## src/rtl/mipsConsts.svh

```systemverilog
`ifndef MIPS_CONSTS_SVH
`define MIPS_CONSTS_SVH

// Datapath and register file sizes
`define MIPS_XLEN       32
`define MIPS_NUM_REGS   32
`define MIPS_REG_BITS   5
`define MIPS_IQ_DEPTH   4
`define MIPS_RESET_PC   32'h0000_0000

// Primary opcodes
`define MIPS_OP_RTYPE   6'h00
`define MIPS_OP_ADDIU   6'h09
`define MIPS_OP_ORI     6'h0d
`define MIPS_OP_LUI     6'h0f
`define MIPS_OP_LW      6'h23
`define MIPS_OP_SW      6'h2b
`define MIPS_OP_BEQ     6'h04
`define MIPS_OP_BNE     6'h05

// Funct field of R-type
`define MIPS_FN_ADDU    6'h21
`define MIPS_FN_SUBU    6'h23
`define MIPS_FN_AND     6'h24
`define MIPS_FN_OR      6'h25
`define MIPS_FN_XOR     6'h26
`define MIPS_FN_SLT     6'h2a
`define MIPS_FN_SLL     6'h00
`define MIPS_FN_SRL     6'h02
`define MIPS_FN_SYSCALL 6'h0c

`endif

```

## src/rtl/mipsPkg.sv

```systemverilog
`include "mipsConsts.svh"

package mipsPkg;

    // ALU function selected in decode, carried to execute
    typedef enum logic [3:0] {
        aluAdd,
        aluSub,
        aluAnd,
        aluOr,
        aluXor,
        aluSlt,
        aluSll,
        aluSrl,
        aluLui
    } aluOpT;

    // Architectural register index
    typedef logic [`MIPS_REG_BITS-1:0] regIdxT;

endpackage

```

## src/rtl/mipsIfs.sv

```systemverilog
`timescale 1ns/1ns
`include "mipsConsts.svh"

// --------------------------------------------------
// Decode to execute
// --------------------------------------------------
interface issueIf;
    logic                  valid;
    mipsPkg::aluOpT        aluOp;
    logic [`MIPS_XLEN-1:0] operandA;
    // Register value or extended immediate
    logic [`MIPS_XLEN-1:0] operandB;
    logic [4:0]            shamt;
    logic [`MIPS_XLEN-1:0] storeData;
    mipsPkg::regIdxT       destReg;
    logic                  regWrite;
    logic                  memRead;
    logic                  memWrite;

    modport decode (
        output valid, aluOp, operandA, operandB, shamt,
        output storeData, destReg, regWrite, memRead, memWrite
    );

    modport execute (
        input valid, aluOp, operandA, operandB, shamt,
        input storeData, destReg, regWrite, memRead, memWrite
    );
endinterface

// --------------------------------------------------
// Execute to result
// --------------------------------------------------
interface execOutIf;
    logic                  valid;
    // Also the address of a load or store
    logic [`MIPS_XLEN-1:0] aluResult;
    logic [`MIPS_XLEN-1:0] storeData;
    mipsPkg::regIdxT       destReg;
    logic                  regWrite;
    logic                  memRead;
    logic                  memWrite;

    modport execute (
        output valid, aluResult, storeData, destReg, regWrite, memRead, memWrite
    );

    modport result (
        input valid, aluResult, storeData, destReg, regWrite, memRead, memWrite
    );
endinterface

```

## src/rtl/mipsCore.sv

```systemverilog
`timescale 1ns/1ns
`include "mipsConsts.svh"

module mipsCore (
    input  logic                  CLK,
    input  logic                  arstN,
    output logic [`MIPS_XLEN-1:0] instrAddr,
    input  logic [`MIPS_XLEN-1:0] instrData,
    output logic [`MIPS_XLEN-1:0] dataAddr,
    output logic                  memRead,
    output logic                  memWrite,
    output logic [`MIPS_XLEN-1:0] dataWrite,
    input  logic [`MIPS_XLEN-1:0] dataRead,
    output logic                  sys
);

    // Fetch queue head and redirect
    logic                  qValid;
    logic [`MIPS_XLEN-1:0] qInstr;
    logic [`MIPS_XLEN-1:0] qPc;
    logic                  qPop;
    logic                  redirect;
    logic [`MIPS_XLEN-1:0] redirectPc;

    // Write-back into the register file
    logic                  wbEnable;
    mipsPkg::regIdxT       wbReg;
    logic [`MIPS_XLEN-1:0] wbData;

    issueIf   issueBus ();
    execOutIf exBus ();

    mipsFetch fetchStage (
        .CLK        (CLK),
        .arstN      (arstN),
        .qPop       (qPop),
        .redirect   (redirect),
        .redirectPc (redirectPc),
        .instrData  (instrData),
        .instrAddr  (instrAddr),
        .qValid     (qValid),
        .qInstr     (qInstr),
        .qPc        (qPc)
    );

    mipsDecode decodeStage (
        .CLK        (CLK),
        .arstN      (arstN),
        .qValid     (qValid),
        .qInstr     (qInstr),
        .qPc        (qPc),
        .wbEnable   (wbEnable),
        .wbReg      (wbReg),
        .wbData     (wbData),
        .execBusy   (exBus),
        .qPop       (qPop),
        .redirect   (redirect),
        .redirectPc (redirectPc),
        .sys        (sys),
        .issue      (issueBus)
    );

    mipsExecute executeStage (
        .CLK   (CLK),
        .arstN (arstN),
        .issue (issueBus),
        .exOut (exBus)
    );

    mipsResult resultStage (
        .CLK       (CLK),
        .arstN     (arstN),
        .dataRead  (dataRead),
        .exOut     (exBus),
        .dataAddr  (dataAddr),
        .dataWrite (dataWrite),
        .memRead   (memRead),
        .memWrite  (memWrite),
        .wbEnable  (wbEnable),
        .wbReg     (wbReg),
        .wbData    (wbData)
    );

endmodule

```

## src/rtl/mipsDecode.sv

```systemverilog
`timescale 1ns/1ns
`include "mipsConsts.svh"

module mipsDecode (
    input  logic                  CLK,
    input  logic                  arstN,
    input  logic                  qValid,
    input  logic [`MIPS_XLEN-1:0] qInstr,
    input  logic [`MIPS_XLEN-1:0] qPc,
    input  logic                  wbEnable,
    input  mipsPkg::regIdxT       wbReg,
    input  logic [`MIPS_XLEN-1:0] wbData,
    execOutIf.result              execBusy,
    output logic                  qPop,
    output logic                  redirect,
    output logic [`MIPS_XLEN-1:0] redirectPc,
    output logic                  sys,
    issueIf.decode                issue
);

    logic [`MIPS_XLEN-1:0] regFile [`MIPS_NUM_REGS];
    logic [5:0]            opcode;
    logic [5:0]            funct;
    mipsPkg::regIdxT       rs;
    mipsPkg::regIdxT       rt;
    logic [`MIPS_XLEN-1:0] immSext;
    logic [`MIPS_XLEN-1:0] immZext;
    logic [`MIPS_XLEN-1:0] rsVal;
    logic [`MIPS_XLEN-1:0] rtVal;
    logic                  usesRs;
    logic                  usesRt;
    logic                  isBranch;
    logic                  isBne;
    logic                  isSyscall;
    logic                  execWrites;
    logic                  rsHit;
    logic                  rtHit;
    logic                  canIssue;
    logic                  branchTaken;
    logic                  halted;
    logic                  resultBusy;

    assign opcode  = qInstr[31:26];
    assign rs      = qInstr[25:21];
    assign rt      = qInstr[20:16];
    assign funct   = qInstr[5:0];
    assign immSext = {{(`MIPS_XLEN-16){qInstr[15]}}, qInstr[15:0]};
    assign immZext = {{(`MIPS_XLEN-16){1'b0}}, qInstr[15:0]};

    // Register file, write at the end of the result cycle
    always_ff @(posedge CLK) begin
        if (wbEnable) begin
            regFile[wbReg] <= wbData;
        end
    end

    // Reads see this cycle's write-back; r0 reads as zero
    assign rsVal = (rs == '0) ? '0 : (wbEnable && wbReg == rs) ? wbData : regFile[rs];
    assign rtVal = (rt == '0) ? '0 : (wbEnable && wbReg == rt) ? wbData : regFile[rt];

    // --------------------------------------------------
    // Opcode and funct decode
    // --------------------------------------------------
    always_comb begin
        issue.aluOp     = mipsPkg::aluAdd;
        issue.operandA  = rsVal;
        issue.operandB  = rtVal;
        issue.shamt     = qInstr[10:6];
        issue.storeData = rtVal;
        issue.destReg   = qInstr[15:11];
        issue.regWrite  = 1'b0;
        issue.memRead   = 1'b0;
        issue.memWrite  = 1'b0;
        usesRs          = 1'b0;
        usesRt          = 1'b0;
        isBranch        = 1'b0;
        isBne           = 1'b0;
        isSyscall       = 1'b0;
        case (opcode)
            `MIPS_OP_RTYPE: begin
                usesRs         = 1'b1;
                usesRt         = 1'b1;
                issue.regWrite = 1'b1;
                case (funct)
                    `MIPS_FN_ADDU: issue.aluOp = mipsPkg::aluAdd;
                    `MIPS_FN_SUBU: issue.aluOp = mipsPkg::aluSub;
                    `MIPS_FN_AND:  issue.aluOp = mipsPkg::aluAnd;
                    `MIPS_FN_OR:   issue.aluOp = mipsPkg::aluOr;
                    `MIPS_FN_XOR:  issue.aluOp = mipsPkg::aluXor;
                    `MIPS_FN_SLT:  issue.aluOp = mipsPkg::aluSlt;
                    `MIPS_FN_SLL, `MIPS_FN_SRL: begin
                        // Shifts act on rt
                        issue.aluOp    = (funct == `MIPS_FN_SLL) ? mipsPkg::aluSll
                                                                 : mipsPkg::aluSrl;
                        issue.operandA = rtVal;
                        usesRs         = 1'b0;
                    end
                    `MIPS_FN_SYSCALL: begin
                        isSyscall      = 1'b1;
                        issue.regWrite = 1'b0;
                        usesRs         = 1'b0;
                        usesRt         = 1'b0;
                    end
                    default: issue.regWrite = 1'b0;
                endcase
            end
            `MIPS_OP_ADDIU, `MIPS_OP_ORI, `MIPS_OP_LUI, `MIPS_OP_LW: begin
                usesRs         = (opcode != `MIPS_OP_LUI);
                issue.destReg  = rt;
                issue.regWrite = 1'b1;
                issue.memRead  = (opcode == `MIPS_OP_LW);
                issue.operandB = immSext;
                if (opcode == `MIPS_OP_ORI) begin
                    issue.aluOp    = mipsPkg::aluOr;
                    issue.operandB = immZext;
                end else if (opcode == `MIPS_OP_LUI) begin
                    issue.aluOp    = mipsPkg::aluLui;
                    issue.operandB = immZext;
                end
            end
            `MIPS_OP_SW: begin
                usesRs         = 1'b1;
                usesRt         = 1'b1;
                issue.operandB = immSext;
                issue.memWrite = 1'b1;
            end
            `MIPS_OP_BEQ, `MIPS_OP_BNE: begin
                usesRs   = 1'b1;
                usesRt   = 1'b1;
                isBranch = 1'b1;
                isBne    = (opcode == `MIPS_OP_BNE);
            end
            default: ;
        endcase
    end

    // --------------------------------------------------
    // Hazard stall, issue and branch redirect
    // --------------------------------------------------
    assign execWrites = execBusy.valid && execBusy.regWrite;
    assign rsHit = usesRs && (rs != '0) &&
                   ((execWrites && execBusy.destReg == rs) || (wbEnable && wbReg == rs));
    assign rtHit = usesRt && (rt != '0) &&
                   ((execWrites && execBusy.destReg == rt) || (wbEnable && wbReg == rt));

    assign canIssue    = qValid && !halted && !rsHit && !rtHit;
    assign qPop        = canIssue;
    // Branches and SYSCALL leave a bubble behind
    assign issue.valid = canIssue && !isBranch && !isSyscall;

    assign branchTaken = isBne ? (rsVal != rtVal) : (rsVal == rtVal);
    assign redirect    = canIssue && isBranch && branchTaken;
    assign redirectPc  = qPc + `MIPS_XLEN'd4 + {immSext[`MIPS_XLEN-3:0], 2'b00};

    // Halt once SYSCALL is popped, sys when the pipe has drained
    always_ff @(posedge CLK or negedge arstN) begin
        if (!arstN) begin
            halted     <= 1'b0;
            resultBusy <= 1'b0;
            sys        <= 1'b0;
        end else begin
            resultBusy <= execBusy.valid;
            if (canIssue && isSyscall) begin
                halted <= 1'b1;
            end
            if (halted && !execBusy.valid && !resultBusy) begin
                sys <= 1'b1;
            end
        end
    end

endmodule

```

## src/rtl/mipsExecute.sv

```systemverilog
`timescale 1ns/1ns
`include "mipsConsts.svh"

module mipsExecute (
    input logic       CLK,
    input logic       arstN,
    issueIf.execute   issue,
    execOutIf.execute exOut
);

    mipsPkg::aluOpT        aluOpQ;
    logic [`MIPS_XLEN-1:0] opAQ;
    logic [`MIPS_XLEN-1:0] opBQ;
    logic [`MIPS_XLEN-1:0] storeDataQ;
    logic [4:0]            shamtQ;
    mipsPkg::regIdxT       destRegQ;
    logic                  validQ;
    logic                  regWriteQ;
    logic                  memReadQ;
    logic                  memWriteQ;

    // Stage register, control bits qualified by valid
    always_ff @(posedge CLK or negedge arstN) begin
        if (!arstN) begin
            validQ    <= 1'b0;
            regWriteQ <= 1'b0;
            memReadQ  <= 1'b0;
            memWriteQ <= 1'b0;
        end else begin
            validQ    <= issue.valid;
            regWriteQ <= issue.valid && issue.regWrite;
            memReadQ  <= issue.valid && issue.memRead;
            memWriteQ <= issue.valid && issue.memWrite;
        end
    end

    always_ff @(posedge CLK) begin
        aluOpQ     <= issue.aluOp;
        opAQ       <= issue.operandA;
        opBQ       <= issue.operandB;
        shamtQ     <= issue.shamt;
        storeDataQ <= issue.storeData;
        destRegQ   <= issue.destReg;
    end

    // ALU
    always_comb begin
        case (aluOpQ)
            mipsPkg::aluSub: exOut.aluResult = opAQ - opBQ;
            mipsPkg::aluAnd: exOut.aluResult = opAQ & opBQ;
            mipsPkg::aluOr:  exOut.aluResult = opAQ | opBQ;
            mipsPkg::aluXor: exOut.aluResult = opAQ ^ opBQ;
            mipsPkg::aluSlt: begin
                exOut.aluResult = {{(`MIPS_XLEN-1){1'b0}}, $signed(opAQ) < $signed(opBQ)};
            end
            mipsPkg::aluSll: exOut.aluResult = opAQ << shamtQ;
            mipsPkg::aluSrl: exOut.aluResult = opAQ >> shamtQ;
            mipsPkg::aluLui: exOut.aluResult = opBQ << 16;
            default:         exOut.aluResult = opAQ + opBQ;
        endcase
    end

    assign exOut.valid     = validQ;
    assign exOut.storeData = storeDataQ;
    assign exOut.destReg   = destRegQ;
    assign exOut.regWrite  = regWriteQ;
    assign exOut.memRead   = memReadQ;
    assign exOut.memWrite  = memWriteQ;

endmodule

```

## src/rtl/mipsFetch.sv

```systemverilog
`timescale 1ns/1ns
`include "mipsConsts.svh"

module mipsFetch (
    input  logic                  CLK,
    input  logic                  arstN,
    input  logic                  qPop,
    input  logic                  redirect,
    input  logic [`MIPS_XLEN-1:0] redirectPc,
    input  logic [`MIPS_XLEN-1:0] instrData,
    output logic [`MIPS_XLEN-1:0] instrAddr,
    output logic                  qValid,
    output logic [`MIPS_XLEN-1:0] qInstr,
    output logic [`MIPS_XLEN-1:0] qPc
);

    localparam int PtrBits = $clog2(`MIPS_IQ_DEPTH);

    logic [`MIPS_XLEN-1:0] instrSlot [`MIPS_IQ_DEPTH];
    logic [`MIPS_XLEN-1:0] pcSlot [`MIPS_IQ_DEPTH];
    logic [PtrBits-1:0]    head;
    logic [PtrBits-1:0]    tail;
    logic [PtrBits:0]      count;
    logic [`MIPS_XLEN-1:0] pc;
    logic                  push;

    // No push on a redirect, the fetched word is from the wrong path
    assign push = (count != (PtrBits+1)'(`MIPS_IQ_DEPTH)) && !redirect;

    assign instrAddr = pc;
    assign qValid    = (count != '0);
    assign qInstr    = instrSlot[head];
    assign qPc       = pcSlot[head];

    // --------------------------------------------------
    // PC and queue pointers
    // --------------------------------------------------
    always_ff @(posedge CLK or negedge arstN) begin
        if (!arstN) begin
            pc    <= `MIPS_RESET_PC;
            head  <= '0;
            tail  <= '0;
            count <= '0;
        end else if (redirect) begin
            pc    <= redirectPc;
            head  <= '0;
            tail  <= '0;
            count <= '0;
        end else begin
            if (push) begin
                pc   <= pc + `MIPS_XLEN'd4;
                tail <= tail + 1'b1;
            end
            if (qPop) begin
                head <= head + 1'b1;
            end
            case ({push, qPop})
                2'b10:   count <= count + 1'b1;
                2'b01:   count <= count - 1'b1;
                default: count <= count;
            endcase
        end
    end

    // Queue storage
    always_ff @(posedge CLK) begin
        if (push) begin
            instrSlot[tail] <= instrData;
            pcSlot[tail]    <= pc;
        end
    end

endmodule

```

## src/rtl/mipsResult.sv

```systemverilog
`timescale 1ns/1ns
`include "mipsConsts.svh"

module mipsResult (
    input  logic                  CLK,
    input  logic                  arstN,
    input  logic [`MIPS_XLEN-1:0] dataRead,
    execOutIf.result              exOut,
    output logic [`MIPS_XLEN-1:0] dataAddr,
    output logic [`MIPS_XLEN-1:0] dataWrite,
    output logic                  memRead,
    output logic                  memWrite,
    output logic                  wbEnable,
    output mipsPkg::regIdxT       wbReg,
    output logic [`MIPS_XLEN-1:0] wbData
);

    logic [`MIPS_XLEN-1:0] resultQ;
    logic [`MIPS_XLEN-1:0] storeDataQ;
    mipsPkg::regIdxT       destRegQ;
    logic                  regWriteQ;

    // Strobes last exactly one cycle; writes to r0 dropped here
    always_ff @(posedge CLK or negedge arstN) begin
        if (!arstN) begin
            regWriteQ <= 1'b0;
            memRead   <= 1'b0;
            memWrite  <= 1'b0;
        end else begin
            regWriteQ <= exOut.valid && exOut.regWrite && (exOut.destReg != '0);
            memRead   <= exOut.valid && exOut.memRead;
            memWrite  <= exOut.valid && exOut.memWrite;
        end
    end

    always_ff @(posedge CLK) begin
        resultQ    <= exOut.aluResult;
        storeDataQ <= exOut.storeData;
        destRegQ   <= exOut.destReg;
    end

    assign dataAddr  = resultQ;
    assign dataWrite = storeDataQ;

    // Load data or ALU result back to decode
    assign wbEnable = regWriteQ;
    assign wbReg    = destRegQ;
    assign wbData   = memRead ? dataRead : resultQ;

endmodule

```

## config.mk

```make
export PLATFORM = sky130hd
export DESIGN_NAME = mipsCore
export DESIGN_NICKNAME = d
export VERILOG_FILES = /design/src/rtl/mipsPkg.sv /design/src/rtl/mipsIfs.sv /design/src/rtl/mipsCore.sv /design/src/rtl/mipsDecode.sv /design/src/rtl/mipsExecute.sv /design/src/rtl/mipsFetch.sv /design/src/rtl/mipsResult.sv
export VERILOG_INCLUDE_DIRS = /design/src /design/src/rtl
export SDC_FILE = /design/constraint.sdc
export NUM_CORES = 2
export LEC_CHECK = 0
export BUFFER_PORTS_ARGS = -buffer_cell sky130_fd_sc_hd__buf_2
export CORE_MARGIN = 3
export CORE_UTILIZATION = 40
export DETAILED_ROUTE_END_ITERATION = 16
export PLACE_DENSITY = 0.52
export SYNTH_ARGS = -nofsm -noshare
export SYNTH_HDL_FRONTEND = slang
export SYNTH_SLANG_ARGS = --single-unit
```

## constraint.sdc

```tcl
create_clock -name CLK -period 18.45 [get_ports CLK]
set_input_delay 3.69 -clock CLK [delete_from_list [all_inputs] [get_ports CLK]]
set_output_delay 3.69 -clock CLK [all_outputs]
set_load 0.01 [all_outputs]
```

==> flow_summary.yaml <==
synth:
  synth_nets: 6053
  synth_top_area_share: 0.502
  synth_top_area_cell: "edfxtp_1"
  synthArstFlopShare: 0.0325
  netlist_instances: 5824
  synth_seq_cells: 1508
  synthTopCellsByArea: "edfxtp_1, mux2i_1, mux4_2"
  avgSynthCellArea_um2: 13.2
  synth-main-ff-cell: "edfxtp_1"
  synthesis.area_mm2: 0.0766
  synth_edf_count: 1280
  synth_most_common_cell: "edfxtp_1"
  ys_top_cells_by_count: "edfxtp_1, mux2i_1, nand2_1, nor2_1, o21ai_0"
  synthDistinctLibCells: 96
  synth_warnings: 0
  seq_area_frac_synth: 0.565
route:
  vias: 54400
  remaining_drc_errors: 0
  wl_per_cell_um: 34.4
  viasPerCell: 6.35
  first_pass_iters: 9
  ant_nets: 0
  wl_um: 295000
  drt_iter0_markers: 6887
floorplan:
  die-area_mm2: 0.197
  fp.dieH_um: 444
  io_pins: 165
  die_x_um: 444
  start_util: 0.405
  placementRows: 159
  core_area_mm2: 0.189
finish:
  fin_nets: 6152
  layout-drive-gt1-share: 0.158
  seqCellArea_mm2: 0.0433
  area_growth_pct: 12.0
  fillers: 16900
  multiInputGateArea_mm2: 0.0312
clock_tree:
  htreeDepth: 4
  insertion_delay_ps: 830
  cts-resized-gates: 0
  ctsHoldBuffers: 0
  cts-buffers-inserted: 168
  cts-root-buf: "clkbuf_16"
  cts_buffer_depth: 3
  cts_tree: "built"
  path_clk_slew_ps: 60
  cts.sinks: 1508
  post_cts_buffers: 0
timing:
  finalSetupViolations: 0
  fmax_ghz: 0.102
  finalHoldViolations: 0
  period_needed_ps: 9760
  slew_viol_final: 0
  fin_setup_tns_ps: 0
  finalCritPeriodShare: 0.529
  relSlewSlack: 0.156
  rsz0062_at_grt: "false"
  worstMarginPinSlew_ps: 1270
  finClkSkew_ps: 42.7
grt:
  antenna_found_initial: 26
  grt_start_max_net_pins: 119
  grt_pass1_wl_um: 410000
  grt_pass1_vias: 52500
  grt_usage: 0.292
  overflow: 0
critical_path:
  crit_required_ps: 19130
  slowest_stage: "mux4_4"
  path_buf_inv: 4
  crit_chain: "mux4_4, buf_4, buf_4, buf_4, mux4_2, o21ai_0, o21ai_0, o22ai_1, xor2_1, nor4_1, o2111ai_1, nor3_4, mux2i_4, buf_4, or2_1, ha_1, fa_1, xnor2_1, nor2_1, xnor2_1, nor2_1"
  path_max_fanout: 55
  cp-end-kind: "flip-flop"
  critical_path_class: "flip-flop to flip-flop"
  rrSetupSlack_ps: 8690
  crit_arrival_ps: 10450
  cpPeakStageDelay_ps: 930
  cp_top_family: "buffers and inverters"
  crit_path_frequent_cell: "buf_4"
  cp-start-kind: "flip-flop"
place:
  gp_congestion: 0.964
  dpl.hpwl_um: 191000
  io_buffer_count: 164
worst_hold_path:
  holdCritPathClass: "flip-flop to flip-flop"
job:
  maxCapViolCount: 0
status:
  status: "finished, final reports clean"
## through the flow
step	instances	cell area [um2]	hold slack, ps	utilization	setup WS [ps]
2_1_floorplan	5824	76600	310	-	9390
3_3_place_gp	8248	80200	311	0.424	8910
3_5_place_dp	8248	80200	312	0.424	8850
4_1_cts	8555	85800	325	0.454	8830
5_1_grt	8557	85800	329	0.454	8190
6_report	8562	85800	324	0.454	8690
## final timing paths
check                                                         start                                   end  depth (start not counted)
max in group asynchronous                                     arstN        fetchStage.head[0]$_DFFE_PN0P_                          2
hold / removal             executeStage.exOut.storeData[29]$_DFF_P_     resultStage.dataWrite[29]$_DFF_P_                          0
setup / recovery                     fetchStage.head[1]$_DFFE_PN0P_       fetchStage.count[2]$_DFFE_PN0P_                         21
setup reg to reg                     fetchStage.head[1]$_DFFE_PN0P_       fetchStage.count[2]$_DFFE_PN0P_                         21
min in group asynchronous                                     arstN  fetchStage.instrAddr[30]$_DFFE_PN0P_                          2
hold reg to reg            executeStage.exOut.storeData[29]$_DFF_P_     resultStage.dataWrite[29]$_DFF_P_                          0
## routing by layer
metal	up-vias	routed length, um	GRT usage
met3	633	26400	0.0559
met5	-	88	0
met4	14	14700	0.130
met2	2824	131000	0.444
li1	22800	-	-
met1	28100	123000	0.406
## final cells by class
type | instances | share of cell area
multi-input cells | 3769 | 0.364
inverters | 160 | 0.00700
clock inverters | 91 | 0.0118
flip-flops and latches | 1508 | 0.504
repair buffers | 316 | 0.0233
diodes | 7 | 0.000204
clock buffers | 216 | 0.0533
well taps | 2495 | 0.0364
## cells in the final DEF, fill, tap and decap left out, types with 30 or more instances in the layout
master	count
a211oi_1	96
a21o_1	39
a21oi_1	241
a221oi_1	69
a22oi_1	49
a32oi_1	30
and2_1	33
buf_2	164
buf_4	149
clkbuf_1	34
clkbuf_16	173
dfrtp_1	46
dfxtp_1	177
edfxtp_1	1280
ha_1	159
inv_1	158
mux2_2	69
mux2i_1	843
mux4_2	223
nand2_1	505
nand3_1	81
nand4_1	33
nor2_1	237
nor2_4	37
nor3_1	46
o21ai_0	262
o22ai_1	82
xnor2_1	52
xor2_1	65
## sequential cells by signal (all words and copies together) (netlist names), 2 cells and up
register,flops
decodeStage.regFile,1024
fetchStage.instrSlot,128
fetchStage.pcSlot,128
executeStage.exOut.storeData,32
executeStage.opAQ,32
executeStage.opBQ,32
fetchStage.instrAddr,32
resultStage.dataAddr,32
resultStage.dataWrite,32
executeStage.exOut.destReg,5
executeStage.shamtQ,5
resultStage.wbReg,5
executeStage.aluOpQ,4
fetchStage.count,3
fetchStage.head,2
fetchStage.tail,2
## cell families (layout without fill, tap and decap cells)
kind of cell,after synthesis,in the layout,synth area share
XOR/XNOR,121,121,0.0140
flip-flops,1508,1508,0.565
multiplexers,1144,1144,0.188
buffers and inverters,547,783,0.0342
adder cells (fa/ha/maj),163,163,0.0270
AO/OA/AOI/OAI,1165,1165,0.103
other,0,7,0
AND/OR/NAND/NOR,1176,1176,0.0699
Power is left out: the tool's default activity adds up to more than one toggle a clock period on the data nets, which glitch-free logic cannot reach.
